File: src/logic/periph_pkg.sv
/*
 * Peripheral subsystem package
 * Bus and register access types, address map and bridge states
 */
package periph_pkg;

  typedef logic [15:0] addr_t;
  typedef logic [31:0] data_t;
  typedef logic [3:0]  reg_idx_t;
  typedef logic [3:0]  periph_sel_t;

  // Bus request channel payload
  typedef struct packed {
    addr_t addr;
    logic  we;
    data_t wdata;
  } bus_req_t;

  typedef struct packed {
    data_t rdata;
    logic  error;
  } bus_rsp_t;

  // Single-cycle register access toward one peripheral
  typedef struct packed {
    logic     valid;
    logic     write;
    reg_idx_t idx;
    data_t    wdata;
  } reg_req_t;

  typedef struct packed {
    data_t rdata;
  } reg_rsp_t;

  // Address map, selected by addr[15:12]
  localparam periph_sel_t SEL_GPIO  = 4'd0;
  localparam periph_sel_t SEL_TIMER = 4'd1;
  localparam periph_sel_t SEL_IRQ   = 4'd2;

  localparam data_t BAD_ACCESS_DATA = 32'hBADA55E5;

  typedef enum logic [1:0] {
    IDLE,
    ACCESS,
    RESPOND
  } bridge_state_e;

endpackage : periph_pkg

File: src/logic/periph_bus_bridge.sv
/*
 * Bus bridge: accepts one request at a time, issues a register access
 * to the addressed peripheral and returns the response
 */
`timescale 1ns/1ps

module periph_bus_bridge (
  input  logic                clk_i,
  input  logic                arst_n_i,
  input  logic                bus_req_valid_i,
  input  periph_pkg::bus_req_t bus_req_i,
  output logic                bus_req_ready_o,
  output logic                bus_rsp_valid_o,
  output periph_pkg::bus_rsp_t bus_rsp_o,
  input  logic                bus_rsp_ready_i,
  output logic                bus_error_o,
  output periph_pkg::reg_req_t gpio_req_o,
  output periph_pkg::reg_req_t timer_req_o,
  output periph_pkg::reg_req_t irq_req_o,
  input  periph_pkg::reg_rsp_t gpio_rsp_i,
  input  periph_pkg::reg_rsp_t timer_rsp_i,
  input  periph_pkg::reg_rsp_t irq_rsp_i
);

  import periph_pkg::*;

  bridge_state_e state_q, state_d;
  bus_req_t      req_q;
  bus_rsp_t      rsp_q;
  periph_sel_t   sel;
  reg_req_t      access;
  logic          in_access;
  logic          hit;
  data_t         sel_rdata;

  assign sel       = req_q.addr[15:12];
  assign in_access = (state_q == ACCESS);

  always_comb begin
    state_d = state_q;
    unique case (state_q)
      IDLE:    if (bus_req_valid_i) state_d = ACCESS;
      ACCESS:  state_d = RESPOND;
      RESPOND: if (bus_rsp_ready_i) state_d = IDLE;
      default: state_d = IDLE;
    endcase
  end

  always_ff @(posedge clk_i or negedge arst_n_i) begin
    if (!arst_n_i) begin
      state_q <= IDLE;
    end else begin
      state_q <= state_d;
    end
  end

  // Request is only taken in IDLE, so it stays put through the access
  always_ff @(posedge clk_i) begin
    if (state_q == IDLE && bus_req_valid_i) begin
      req_q <= bus_req_i;
    end
  end

  // Shared access fields; valid goes only to the decoded peripheral
  always_comb begin
    access.valid = 1'b0;
    access.write = req_q.we;
    access.idx   = req_q.addr[5:2];
    access.wdata = req_q.wdata;
    gpio_req_o        = access;
    timer_req_o       = access;
    irq_req_o         = access;
    gpio_req_o.valid  = in_access && (sel == SEL_GPIO);
    timer_req_o.valid = in_access && (sel == SEL_TIMER);
    irq_req_o.valid   = in_access && (sel == SEL_IRQ);
  end

  always_comb begin
    hit       = 1'b1;
    sel_rdata = BAD_ACCESS_DATA;
    unique case (sel)
      SEL_GPIO:  sel_rdata = gpio_rsp_i.rdata;
      SEL_TIMER: sel_rdata = timer_rsp_i.rdata;
      SEL_IRQ:   sel_rdata = irq_rsp_i.rdata;
      default:   hit = 1'b0;
    endcase
  end

  // Reply captured at the end of ACCESS, held through back-pressure
  always_ff @(posedge clk_i) begin
    if (in_access) begin
      rsp_q.error <= !hit;
      rsp_q.rdata <= req_q.we ? '0 : sel_rdata;
    end
  end

  assign bus_req_ready_o = (state_q == IDLE);
  assign bus_rsp_valid_o = (state_q == RESPOND);
  assign bus_rsp_o       = rsp_q;
  assign bus_error_o     = bus_rsp_valid_o && bus_rsp_ready_i && rsp_q.error;

endmodule : periph_bus_bridge

File: src/logic/periph_gpio.sv
/*
 * GPIO block with input synchronizer and per-pin level interrupts
 */
`timescale 1ns/1ps

module periph_gpio #(
  parameter int unsigned GPIO_W = 8
) (
  input  logic                clk_i,
  input  logic                arst_n_i,
  input  periph_pkg::reg_req_t reg_req_i,
  output periph_pkg::reg_rsp_t reg_rsp_o,
  input  logic [GPIO_W-1:0]   gpio_i,
  output logic [GPIO_W-1:0]   gpio_o,
  output logic [GPIO_W-1:0]   gpio_oe_o,
  output logic [GPIO_W-1:0]   gpio_intr_o
);

  import periph_pkg::*;

  localparam reg_idx_t REG_IN      = 4'd0;
  localparam reg_idx_t REG_OUT     = 4'd1;
  localparam reg_idx_t REG_OE      = 4'd2;
  localparam reg_idx_t REG_INTR_EN = 4'd3;

  logic [GPIO_W-1:0] sync_meta_q;
  logic [GPIO_W-1:0] sync_in_q;
  logic [GPIO_W-1:0] out_q;
  logic [GPIO_W-1:0] oe_q;
  logic [GPIO_W-1:0] intr_en_q;

  always_ff @(posedge clk_i or negedge arst_n_i) begin
    if (!arst_n_i) begin
      sync_meta_q <= '0;
      sync_in_q   <= '0;
      out_q       <= '0;
      oe_q        <= '0;
      intr_en_q   <= '0;
    end else begin
      sync_meta_q <= gpio_i;
      sync_in_q   <= sync_meta_q;
      if (reg_req_i.valid && reg_req_i.write) begin
        unique case (reg_req_i.idx)
          REG_OUT:     out_q     <= reg_req_i.wdata[GPIO_W-1:0];
          REG_OE:      oe_q      <= reg_req_i.wdata[GPIO_W-1:0];
          REG_INTR_EN: intr_en_q <= reg_req_i.wdata[GPIO_W-1:0];
          default: ;
        endcase
      end
    end
  end

  always_comb begin
    unique case (reg_req_i.idx)
      REG_IN:      reg_rsp_o.rdata = data_t'(sync_in_q);
      REG_OUT:     reg_rsp_o.rdata = data_t'(out_q);
      REG_OE:      reg_rsp_o.rdata = data_t'(oe_q);
      REG_INTR_EN: reg_rsp_o.rdata = data_t'(intr_en_q);
      default:     reg_rsp_o.rdata = '0;
    endcase
  end

  assign gpio_o      = out_q;
  assign gpio_oe_o   = oe_q;
  assign gpio_intr_o = sync_in_q & intr_en_q;

endmodule : periph_gpio

File: src/logic/periph_irq_ctrl.sv
/*
 * Interrupt controller: pending and enable registers, lowest-ID claim
 * and a software interrupt bit
 */
`timescale 1ns/1ps

module periph_irq_ctrl #(
  parameter int unsigned NUM_SRC = 11
) (
  input  logic                clk_i,
  input  logic                arst_n_i,
  input  periph_pkg::reg_req_t reg_req_i,
  output periph_pkg::reg_rsp_t reg_rsp_o,
  input  logic [NUM_SRC-1:0]  intr_src_i,
  output logic                irq_o,
  output logic                msip_o
);

  import periph_pkg::*;

  localparam reg_idx_t REG_ENABLE  = 4'd0;
  localparam reg_idx_t REG_PENDING = 4'd1;
  localparam reg_idx_t REG_CLAIM   = 4'd2;
  localparam reg_idx_t REG_MSIP    = 4'd3;

  logic [NUM_SRC-1:0] enable_q;
  logic [NUM_SRC-1:0] pending_q;
  logic [NUM_SRC-1:0] active;
  data_t              claim_id;
  logic               irq_q;
  logic               msip_q;

  assign active = pending_q & enable_q;

  // Lowest active ID wins, ID 0 means nothing pending
  always_comb begin
    claim_id = '0;
    for (int i = NUM_SRC - 1; i > 0; i--) begin
      if (active[i]) begin
        claim_id = data_t'(i);
      end
    end
  end

  always_ff @(posedge clk_i or negedge arst_n_i) begin
    if (!arst_n_i) begin
      enable_q  <= '0;
      pending_q <= '0;
      irq_q     <= 1'b0;
      msip_q    <= 1'b0;
    end else begin
      pending_q <= {intr_src_i[NUM_SRC-1:1], 1'b0};
      irq_q     <= |active;
      if (reg_req_i.valid && reg_req_i.write) begin
        unique case (reg_req_i.idx)
          REG_ENABLE: enable_q <= reg_req_i.wdata[NUM_SRC-1:0];
          REG_MSIP:   msip_q   <= reg_req_i.wdata[0];
          default: ;
        endcase
      end
    end
  end

  always_comb begin
    unique case (reg_req_i.idx)
      REG_ENABLE:  reg_rsp_o.rdata = data_t'(enable_q);
      REG_PENDING: reg_rsp_o.rdata = data_t'(pending_q);
      REG_CLAIM:   reg_rsp_o.rdata = claim_id;
      REG_MSIP:    reg_rsp_o.rdata = data_t'(msip_q);
      default:     reg_rsp_o.rdata = '0;
    endcase
  end

  assign irq_o  = irq_q;
  assign msip_o = msip_q;

endmodule : periph_irq_ctrl

File: src/logic/periph_timer.sv
/*
 * Timer with prescaler, writable count and compare level interrupt
 */
`timescale 1ns/1ps

module periph_timer (
  input  logic                clk_i,
  input  logic                arst_n_i,
  input  periph_pkg::reg_req_t reg_req_i,
  output periph_pkg::reg_rsp_t reg_rsp_o,
  output logic                timer_irq_o
);

  import periph_pkg::*;

  localparam reg_idx_t REG_CTRL     = 4'd0;
  localparam reg_idx_t REG_PRESCALE = 4'd1;
  localparam reg_idx_t REG_COUNT    = 4'd2;
  localparam reg_idx_t REG_COMPARE  = 4'd3;

  logic  enable_q;
  data_t prescale_q;
  data_t tick_q;
  data_t count_q;
  data_t compare_q;
  logic  irq_q;
  logic  wr_en;

  assign wr_en = reg_req_i.valid && reg_req_i.write;

  always_ff @(posedge clk_i or negedge arst_n_i) begin
    if (!arst_n_i) begin
      enable_q   <= 1'b0;
      prescale_q <= '0;
      tick_q     <= '0;
      count_q    <= '0;
      compare_q  <= '0;
      irq_q      <= 1'b0;
    end else begin
      // One count step every prescale_q + 1 enabled cycles
      if (!enable_q) begin
        tick_q <= '0;
      end else if (tick_q >= prescale_q) begin
        tick_q  <= '0;
        count_q <= count_q + 1'b1;
      end else begin
        tick_q <= tick_q + 1'b1;
      end
      // Software write to COUNT takes priority over the increment
      if (wr_en) begin
        unique case (reg_req_i.idx)
          REG_CTRL:     enable_q   <= reg_req_i.wdata[0];
          REG_PRESCALE: prescale_q <= reg_req_i.wdata;
          REG_COUNT:    count_q    <= reg_req_i.wdata;
          REG_COMPARE:  compare_q  <= reg_req_i.wdata;
          default: ;
        endcase
      end
      irq_q <= enable_q && (count_q >= compare_q);
    end
  end

  always_comb begin
    unique case (reg_req_i.idx)
      REG_CTRL:     reg_rsp_o.rdata = data_t'(enable_q);
      REG_PRESCALE: reg_rsp_o.rdata = prescale_q;
      REG_COUNT:    reg_rsp_o.rdata = count_q;
      REG_COMPARE:  reg_rsp_o.rdata = compare_q;
      default:      reg_rsp_o.rdata = '0;
    endcase
  end

  assign timer_irq_o = irq_q;

endmodule : periph_timer

File: src/logic/peripheral_subsystem.sv
/*
 * Peripheral subsystem: bus bridge with GPIO, timer and interrupt controller
 */
`timescale 1ns/1ps

module peripheral_subsystem #(
  parameter int unsigned GPIO_W = 8
) (
  input  logic                clk_i,
  input  logic                arst_n_i,
  input  logic                bus_req_valid_i,
  input  periph_pkg::bus_req_t bus_req_i,
  output logic                bus_req_ready_o,
  output logic                bus_rsp_valid_o,
  output periph_pkg::bus_rsp_t bus_rsp_o,
  input  logic                bus_rsp_ready_i,
  output logic                bus_error_o,
  input  logic [GPIO_W-1:0]   gpio_i,
  output logic [GPIO_W-1:0]   gpio_o,
  output logic [GPIO_W-1:0]   gpio_oe_o,
  input  logic                ext_intr_i,
  output logic                timer_irq_o,
  output logic                irq_o,
  output logic                msip_o
);

  import periph_pkg::*;

  // ID 0 reserved, then GPIO pins, timer, external
  localparam int unsigned NUM_SRC = GPIO_W + 3;

  reg_req_t           gpio_req, timer_req, irq_req;
  reg_rsp_t           gpio_rsp, timer_rsp, irq_rsp;
  logic [GPIO_W-1:0]  gpio_intr;
  logic [NUM_SRC-1:0] intr_src;

  assign intr_src = {ext_intr_i, timer_irq_o, gpio_intr, 1'b0};

  periph_bus_bridge bus_bridge_i (
    .clk_i, .arst_n_i,
    .bus_req_valid_i, .bus_req_i, .bus_req_ready_o,
    .bus_rsp_valid_o, .bus_rsp_o, .bus_rsp_ready_i,
    .bus_error_o,
    .gpio_req_o (gpio_req),
    .timer_req_o(timer_req),
    .irq_req_o  (irq_req),
    .gpio_rsp_i (gpio_rsp),
    .timer_rsp_i(timer_rsp),
    .irq_rsp_i  (irq_rsp)
  );

  periph_gpio #(.GPIO_W(GPIO_W)) periph_gpio_i (
    .clk_i, .arst_n_i,
    .reg_req_i  (gpio_req),
    .reg_rsp_o  (gpio_rsp),
    .gpio_i, .gpio_o, .gpio_oe_o,
    .gpio_intr_o(gpio_intr)
  );

  periph_timer periph_timer_i (
    .clk_i, .arst_n_i,
    .reg_req_i  (timer_req),
    .reg_rsp_o  (timer_rsp),
    .timer_irq_o
  );

  periph_irq_ctrl #(.NUM_SRC(NUM_SRC)) periph_irq_ctrl_i (
    .clk_i, .arst_n_i,
    .reg_req_i (irq_req),
    .reg_rsp_o (irq_rsp),
    .intr_src_i(intr_src),
    .irq_o, .msip_o
  );

endmodule : peripheral_subsystem

File: config.mk
export PLATFORM = sky130hd
export DESIGN_NAME = peripheral_subsystem
export DESIGN_NICKNAME = d
export VERILOG_FILES = /design/src/logic/periph_pkg.sv /design/src/logic/periph_bus_bridge.sv /design/src/logic/periph_gpio.sv /design/src/logic/periph_irq_ctrl.sv /design/src/logic/periph_timer.sv /design/src/logic/peripheral_subsystem.sv
export SDC_FILE = /design/constraint.sdc
export NUM_CORES = 1
export LEC_CHECK = 0
export ABC_AREA = 1
export BUFFER_PORTS_ARGS = -buffer_cell sky130_fd_sc_hd__buf_4
export CAP_MARGIN = 20
export CORE_MARGIN = 8
export CORE_UTILIZATION = 39
export DETAILED_ROUTE_END_ITERATION = 8
export PLACE_DENSITY = 0.65
export SLEW_MARGIN = 20
export SYNTH_ARGS = -nofsm -noshare
export SYNTH_HDL_FRONTEND = slang
export SYNTH_HIERARCHICAL = 1
export SYNTH_SLANG_ARGS = --single-unit
File: constraint.sdc
create_clock -name clk_i -period 8.9 [get_ports clk_i]
set_clock_uncertainty 0.2 [all_clocks]
set_input_delay 0.89 -clock clk_i [delete_from_list [all_inputs] [get_ports clk_i]]
set_output_delay 0.89 -clock clk_i [all_outputs]
set_load 0.01 [all_outputs]
==> impl_metrics.yaml, run 1 <==
setup_path:
  critPathLaunchType: "flop"
  rrSetupSlack_ns: 5.10
  crit_required_ns: 9.12
  cp_max_fo: 62
  r2r-start: "bus_bridge_i/gpio_req_o[35]"
  ff2ff_path_depth: 9
  arrival_ns: 4.02
  end_kind: "flop"
  critical_path_class: "reg -> reg"
  r2r-end: "periph_timer_i/count_q[16]"
timing:
  rsz0062_at_grt: "false"
  relSlewSlack_pct: 32.8
  final-setup-viol-count: 0
  finalCriticalPeriod_ns: 3.80
  setup_tns_ns: 0
  period_share_pct: 42.7
  worst_slew_pin_slew_ns: 1.01
  slew_viol_final: 0
  max_freq_ghz: 0.263
  setup_slack_ns: 5.10
  report.final.hold_viol_count: 0
clock_tree:
  worstSkewPairLatency_ns: 0.58
  htreeDepth: 1
  clock_path_buffers: 3
  cts_hold_buf: 0
  cts_root_buffer: "clkbuf_16"
  post_cts_resized: 0
  clock_sinks: 269
  cts_tree: "yes"
  cts.clk_slew.worst_paths_ns: 0.06
  post_cts_buffers: 0
  numCtsBuffers: 30
global_route:
  grt_pass1_wl_um: 65800
  grt.total_usage_pct: 17.0
  top_usage_layer: "met2"
  grt_pass1_vias: 12400
  met3_usage_pct: 2.88
  grt.overflow.total: 0
  met2_usage_pct: 28.9
  met1_usage_pct: 21.4
  grt_max_degree: 112
  antenna_found_initial: 0
power_and_ir_drop:
  leakagePower_nw: 8.21
  ir_drop_mv: 0.172
  p_per_area_nw_per_um2: 198
drt:
  antenna_left: 0
  drtPass1Iterations: 6
  via_count: 12700
  drt-total-wl_um: 41000
  drc: 0
  post_drt_wl_per_cell_um: 16.3
  viasPerCell: 5.03
  drt_iter0_markers: 833
placement:
  dp_cells: 2463
  post-place-ws_ns: 5.43
  portBuffers: 108
  place_congestion: 0.889
  hpwl_um: 29100
floorplanning:
  die_x_um: 218
  coreArea_um2: 40600
  die_area_um2: 47600
  pin_count: 117
  initial_core_util_pct: 39.3
  die_h_um: 218
  row_count: 74
final_layout:
  drive_above_1_share_pct: 12.4
  diodes: 0
  finalCoreUtilization_pct: 43.3
  instances_no_fill: 2519
  fin_nets: 2091
  areaGrowthSynthToFinish_pct: 10.0
logic_synthesis:
  syn_avg_cell_area_um2: 8.17
  synth_area_um2: 15900
  synthCells: 1953
  yosys_warnings: 6
status:
  status: "complete, no violations"
run:
  cap_violations: 0
worst_hold_path:
  hp-start: "periph_gpio_i/sync_meta_q[1]"
  hold_class: "reg -> reg"
  worst_hold_path.endpoint: "periph_gpio_i/sync_in_q[1]"
  min_path_cells: 0
==> worst max-delay path: stages, from the launching register on <==
cell and delay (ns):
edfxtp_1 0.47, nor2_1 0.35, inv_1 0.15, nor3_1 0.19, buf_4 0.27, inv_1 0.47
nor2_1 0.38, clkinv_2 0.74, nor2_1 0.33, a21oi_1 0.07
==> metal layers <==
layer	vias up	part of all wire, %
met1	6052	42
li1	6231	-
met4	0	4.2
met5	-	0
met3	89	4.8
met2	307	49
==> cell usage in the layout, fill, tap and decap left out, types with 6 or more instances in the layout <==
master / instances
o21ai_2: 14
xnor2_1: 11
edfxtp_1: 74
clkinv_2: 7
nand2_1: 435
a32o_1: 7
buf_4: 117
o221ai_1: 32
nor2_1: 167
clkbuf_16: 32
o21ai_0: 73
mux2_4: 10
ha_1: 66
xor2_1: 15
inv_1: 251
inv_2: 8
nand3_1: 199
conb_1: 45
a21oi_1: 59
nand2_2: 8
nor3_1: 23
nor2_2: 10
o21ai_1: 11
nor2_4: 12
nand4_1: 47
clkbuf_1: 6
dfrtp_1: 194
==> power breakdown <==
group	switching, mW	leakage, nW	internal (mW)
Clock	0.517	0.511	0.793
Combinational	0.445	4.33	0.193
Sequential	0.106	3.37	1.42
Total	1.07	8.21	2.40
==> state kept, by name, indices dropped and copies added (netlist names), 10 cells and up <==
| name | flops |
|---|---|
| periph_irq_ctrl_i/pending_q | 10 |
| periph_irq_ctrl_i/enable_q | 11 |
| periph_timer_i/tick_q | 32 |
| periph_timer_i/count_q | 32 |
| periph_timer_i/prescale_q | 32 |
| periph_timer_i/compare_q | 32 |
| bus_bridge_i/bus_rsp_o | 33 |
| bus_bridge_i/gpio_req_o | 37 |
==> per-stage QoR <==
step | power, mW | area, µm² | hold WS [ns]
floorplan | 2.01 | 16100 | 0.131
global placement | 2.16 | 16500 | 0.134
detailed placement | 2.18 | 16500 | 0.136
CTS | 3.51 | 17500 | 0.149
global route | 3.64 | 17500 | 0.152
finish | 3.47 | 17500 | 0.146
==> area by class of cell <==
type	instances	area [µm²]
multi-input combinational	1281	6830
sequential	269	7100
tap	532	666
timing repair buffer	120	918
clock buffer	41	865
fill	4033	23000
clock inverter	15	179
inverter	261	981
==> how the worst max path moves through the flow <==
stage | start | cells after the start | end | slack [ns]
global route | bus_bridge_i/gpio_req_o[35] | 9 | periph_timer_i/count_q[18] | 4.84
floorplan | bus_req_valid_i | 1 | bus_bridge_i/gpio_req_o[0] | 4.31
global placement | bus_bridge_i/gpio_req_o[33] | 9 | periph_timer_i/count_q[31] | 5.52
detailed placement | bus_bridge_i/gpio_req_o[33] | 9 | periph_timer_i/count_q[31] | 5.43
finish | bus_bridge_i/gpio_req_o[35] | 9 | periph_timer_i/count_q[16] | 5.10
CTS | bus_bridge_i/gpio_req_o[33] | 9 | periph_timer_i/count_q[31] | 5.44
Power figures use the tool's default switching activity.
==> run 2, diff against run 1 <==
--- a/config.mk
+++ b/config.mk
@@ -11,7 +11,7 @@
 export CORE_MARGIN = 8
 export CORE_UTILIZATION = 39
 export DETAILED_ROUTE_END_ITERATION = 8
-export PLACE_DENSITY = 0.65
+export PLACE_DENSITY = 0.67
 export SLEW_MARGIN = 20
 export SYNTH_ARGS = -nofsm -noshare
 export SYNTH_HDL_FRONTEND = slang
==> constraint.sdc (replaced) <==
create_clock -name clk_i -period 3.25 [get_ports clk_i]
set_clock_uncertainty 0.2 [all_clocks]
set_input_delay 0.325 -clock clk_i [delete_from_list [all_inputs] [get_ports clk_i]]
set_output_delay 0.325 -clock clk_i [all_outputs]
set_load 0.01 [all_outputs]
==> impl_metrics.yaml, run 2 (same netlist as run 1, synthesis figures left out) <==
status:
  status: "complete, no violations"
clock_tree:
  cts_root_buffer: "clkbuf_16"
  post_cts_resized: 0
  post_cts_buffers: 0
  htreeDepth: 1
  clock_sinks: 269
  numCtsBuffers: 30
  worstSkewPairLatency_ns: 0.59
  cts_hold_buf: 53
  cts.clk_slew.worst_paths_ns: 0.06
  clock_path_buffers: 3
  cts_tree: "yes"
timing:
  finalCriticalPeriod_ns: 2.84
  max_freq_ghz: 0.352
  relSlewSlack_pct: 28.6
  final-setup-viol-count: 0
  setup_tns_ns: 0
  rsz0062_at_grt: "false"
  slew_viol_final: 0
  period_share_pct: 87.4
  report.final.hold_viol_count: 0
  worst_slew_pin_slew_ns: 1.07
setup_path:
  crit_required_ns: 3.46
  critical_path_class: "reg -> reg"
  critPathTopFamily: "simple AND/OR/NAND/NOR gates"
  cp_slowest_cell: "edfxtp_1"
  r2r-start: "bus_bridge_i/gpio_req_o[35]"
  critPathLaunchType: "flop"
  setup.worst_path.end: "periph_timer_i/count_q[20]"
  cp_common_cell: "nor2_1"
  cp_max_fo: 62
  ff2ff_path_depth: 8
  cpPeakStageDelay_ns: 0.48
  end_kind: "flop"
  arrival_ns: 3.05
  r2r-end: "periph_timer_i/count_q[20]"
  path_depth: 8
  rrSetupSlack_ns: 0.41
  startpoint: "bus_bridge_i/gpio_req_o[35]"
  crit_chain: "nor2_1 -> inv_1 -> nor3_1 -> inv_1 -> nor2_1 -> inv_2 -> nor2_1 -> a21oi_1"
  path_buf_inv: 3
drt:
  viasPerCell: 4.97
  antenna_left: 0
  drtPass1Iterations: 5
  drt-total-wl_um: 41900
  drc: 0
  drt_iter0_markers: 1024
  via_count: 12800
  post_drt_wl_per_cell_um: 16.2
floorplanning:
  die_h_um: 218
  row_count: 74
  die_area_um2: 47600
  coreArea_um2: 40600
  die_x_um: 218
  pin_count: 117
  initial_core_util_pct: 39.3
worst_hold_path:
  hold_class: "reg -> reg"
global_route:
  grt_pass1_wl_um: 67000
  antenna_found_initial: 0
  grt_max_degree: 99
  grt_pass1_vias: 12500
  grt.overflow.total: 0
  grt.total_usage_pct: 17.5
placement:
  place_congestion: 0.909
  portBuffers: 108
  hpwl_um: 30100
  dp_cells: 2475
final_layout:
  fillers: 4012
  final_cell_mix: "nand2_1, inv_1, nand3_1"
  fin_nets: 2156
  diodes: 0
  drive_above_1_share_pct: 12.4
  instances_no_fill: 2582
  final_common_cell: "nand2_1"
  largest_reg_flops: 37
  areaGrowthSynthToFinish_pct: 13.5
power_and_ir_drop:
  p_per_area_nw_per_um2: 518
  ir_drop_mv: 0.408
  leakagePower_nw: 8.46
run:
  cap_violations: 0
-- run 2: changes by cell type in the layout (fill, tap and decap cells not counted), moves of 2 or more --
cell,delta
buf_12,+2
buf_4,+12
bufinv_16,-2
clkbuf_1,+3
clkbuf_16,-2
clkinv_1,-2
clkinv_2,-2
dlygate4sd3_1,+53
-- run 2: layer usage --
| metal | vias to the layer above | GRT usage, % | share of wire [%] |
|---|---|---|---|
| met2 | 359 | 29.7 | 48 |
| met4 | 0 | 7.77 | 4.4 |
| met3 | 86 | 2.00 | 5.0 |
| met5 | - | 0 | 0 |
| met1 | 6003 | 22.1 | 43 |
| li1 | 6375 | - | - |
-- run 2: worst min path at each step --
stage / slack [ns] / end / depth (start not counted) / start
3_5_place_dp: 0.14 / periph_gpio_i/sync_in_q[3] / 0 / periph_gpio_i/sync_meta_q[3]
2_1_floorplan: -0.17 / bus_bridge_i/state_q[0] / 0 / arst_n_i
3_3_place_gp: 0.13 / periph_gpio_i/sync_in_q[4] / 0 / periph_gpio_i/sync_meta_q[4]
4_1_cts: 0.14 / periph_gpio_i/sync_in_q[3] / 0 / periph_gpio_i/sync_meta_q[3]
5_1_grt: 0.15 / periph_gpio_i/sync_in_q[7] / 0 / periph_gpio_i/sync_meta_q[7]
6_report: 0.14 / periph_gpio_i/sync_in_q[3] / 0 / periph_gpio_i/sync_meta_q[3]
-- run 2: worst register-to-register path: stages (launching register included) --
cell	delay [ns]
edfxtp_1	0.48
nor2_1	0.23
inv_1	0.11
nor3_1	0.28
inv_1	0.33
nor2_1	0.30
inv_2	0.45
nor2_1	0.25
a21oi_1	0.06
-- run 2: stage by stage --
step / power (mW) / hold slack, ns / utilization, % / worst slack, ns / cell area (µm²)
floorplan: 5.49 / -0.171 / - / 0.525 / 16100
global placement: 5.97 / 0.134 / 40.9 / 0.582 / 16600
detailed placement: 6.02 / 0.136 / 40.9 / 0.465 / 16600
CTS: 9.45 / 0.144 / 44.6 / 0.434 / 18100
global route: 9.81 / 0.152 / 44.6 / 0.0816 / 18100
finish: 9.37 / 0.141 / 44.6 / 0.410 / 18100
-- run 2: power by group --
group	switching, mW	internal [mW]	total [mW]
logic	1.24	0.601	1.84
registers	0.286	3.87	4.16
clock network	1.42	1.95	3.37
-- run 2: layout make-up --
| class | instances | area [µm²] | share of cell area (%) |
|---|---|---|---|
| clock buffer | 43 | 840 | 4.64 |
| clock inverter | 11 | 124 | 0.685 |
| inverter | 261 | 980 | 5.41 |
| multi-input combinational | 1281 | 6830 | 37.7 |
| sequential | 269 | 7100 | 39.3 |
| tap | 532 | 666 | 3.68 |
| timing repair buffer | 185 | 1550 | 8.58 |
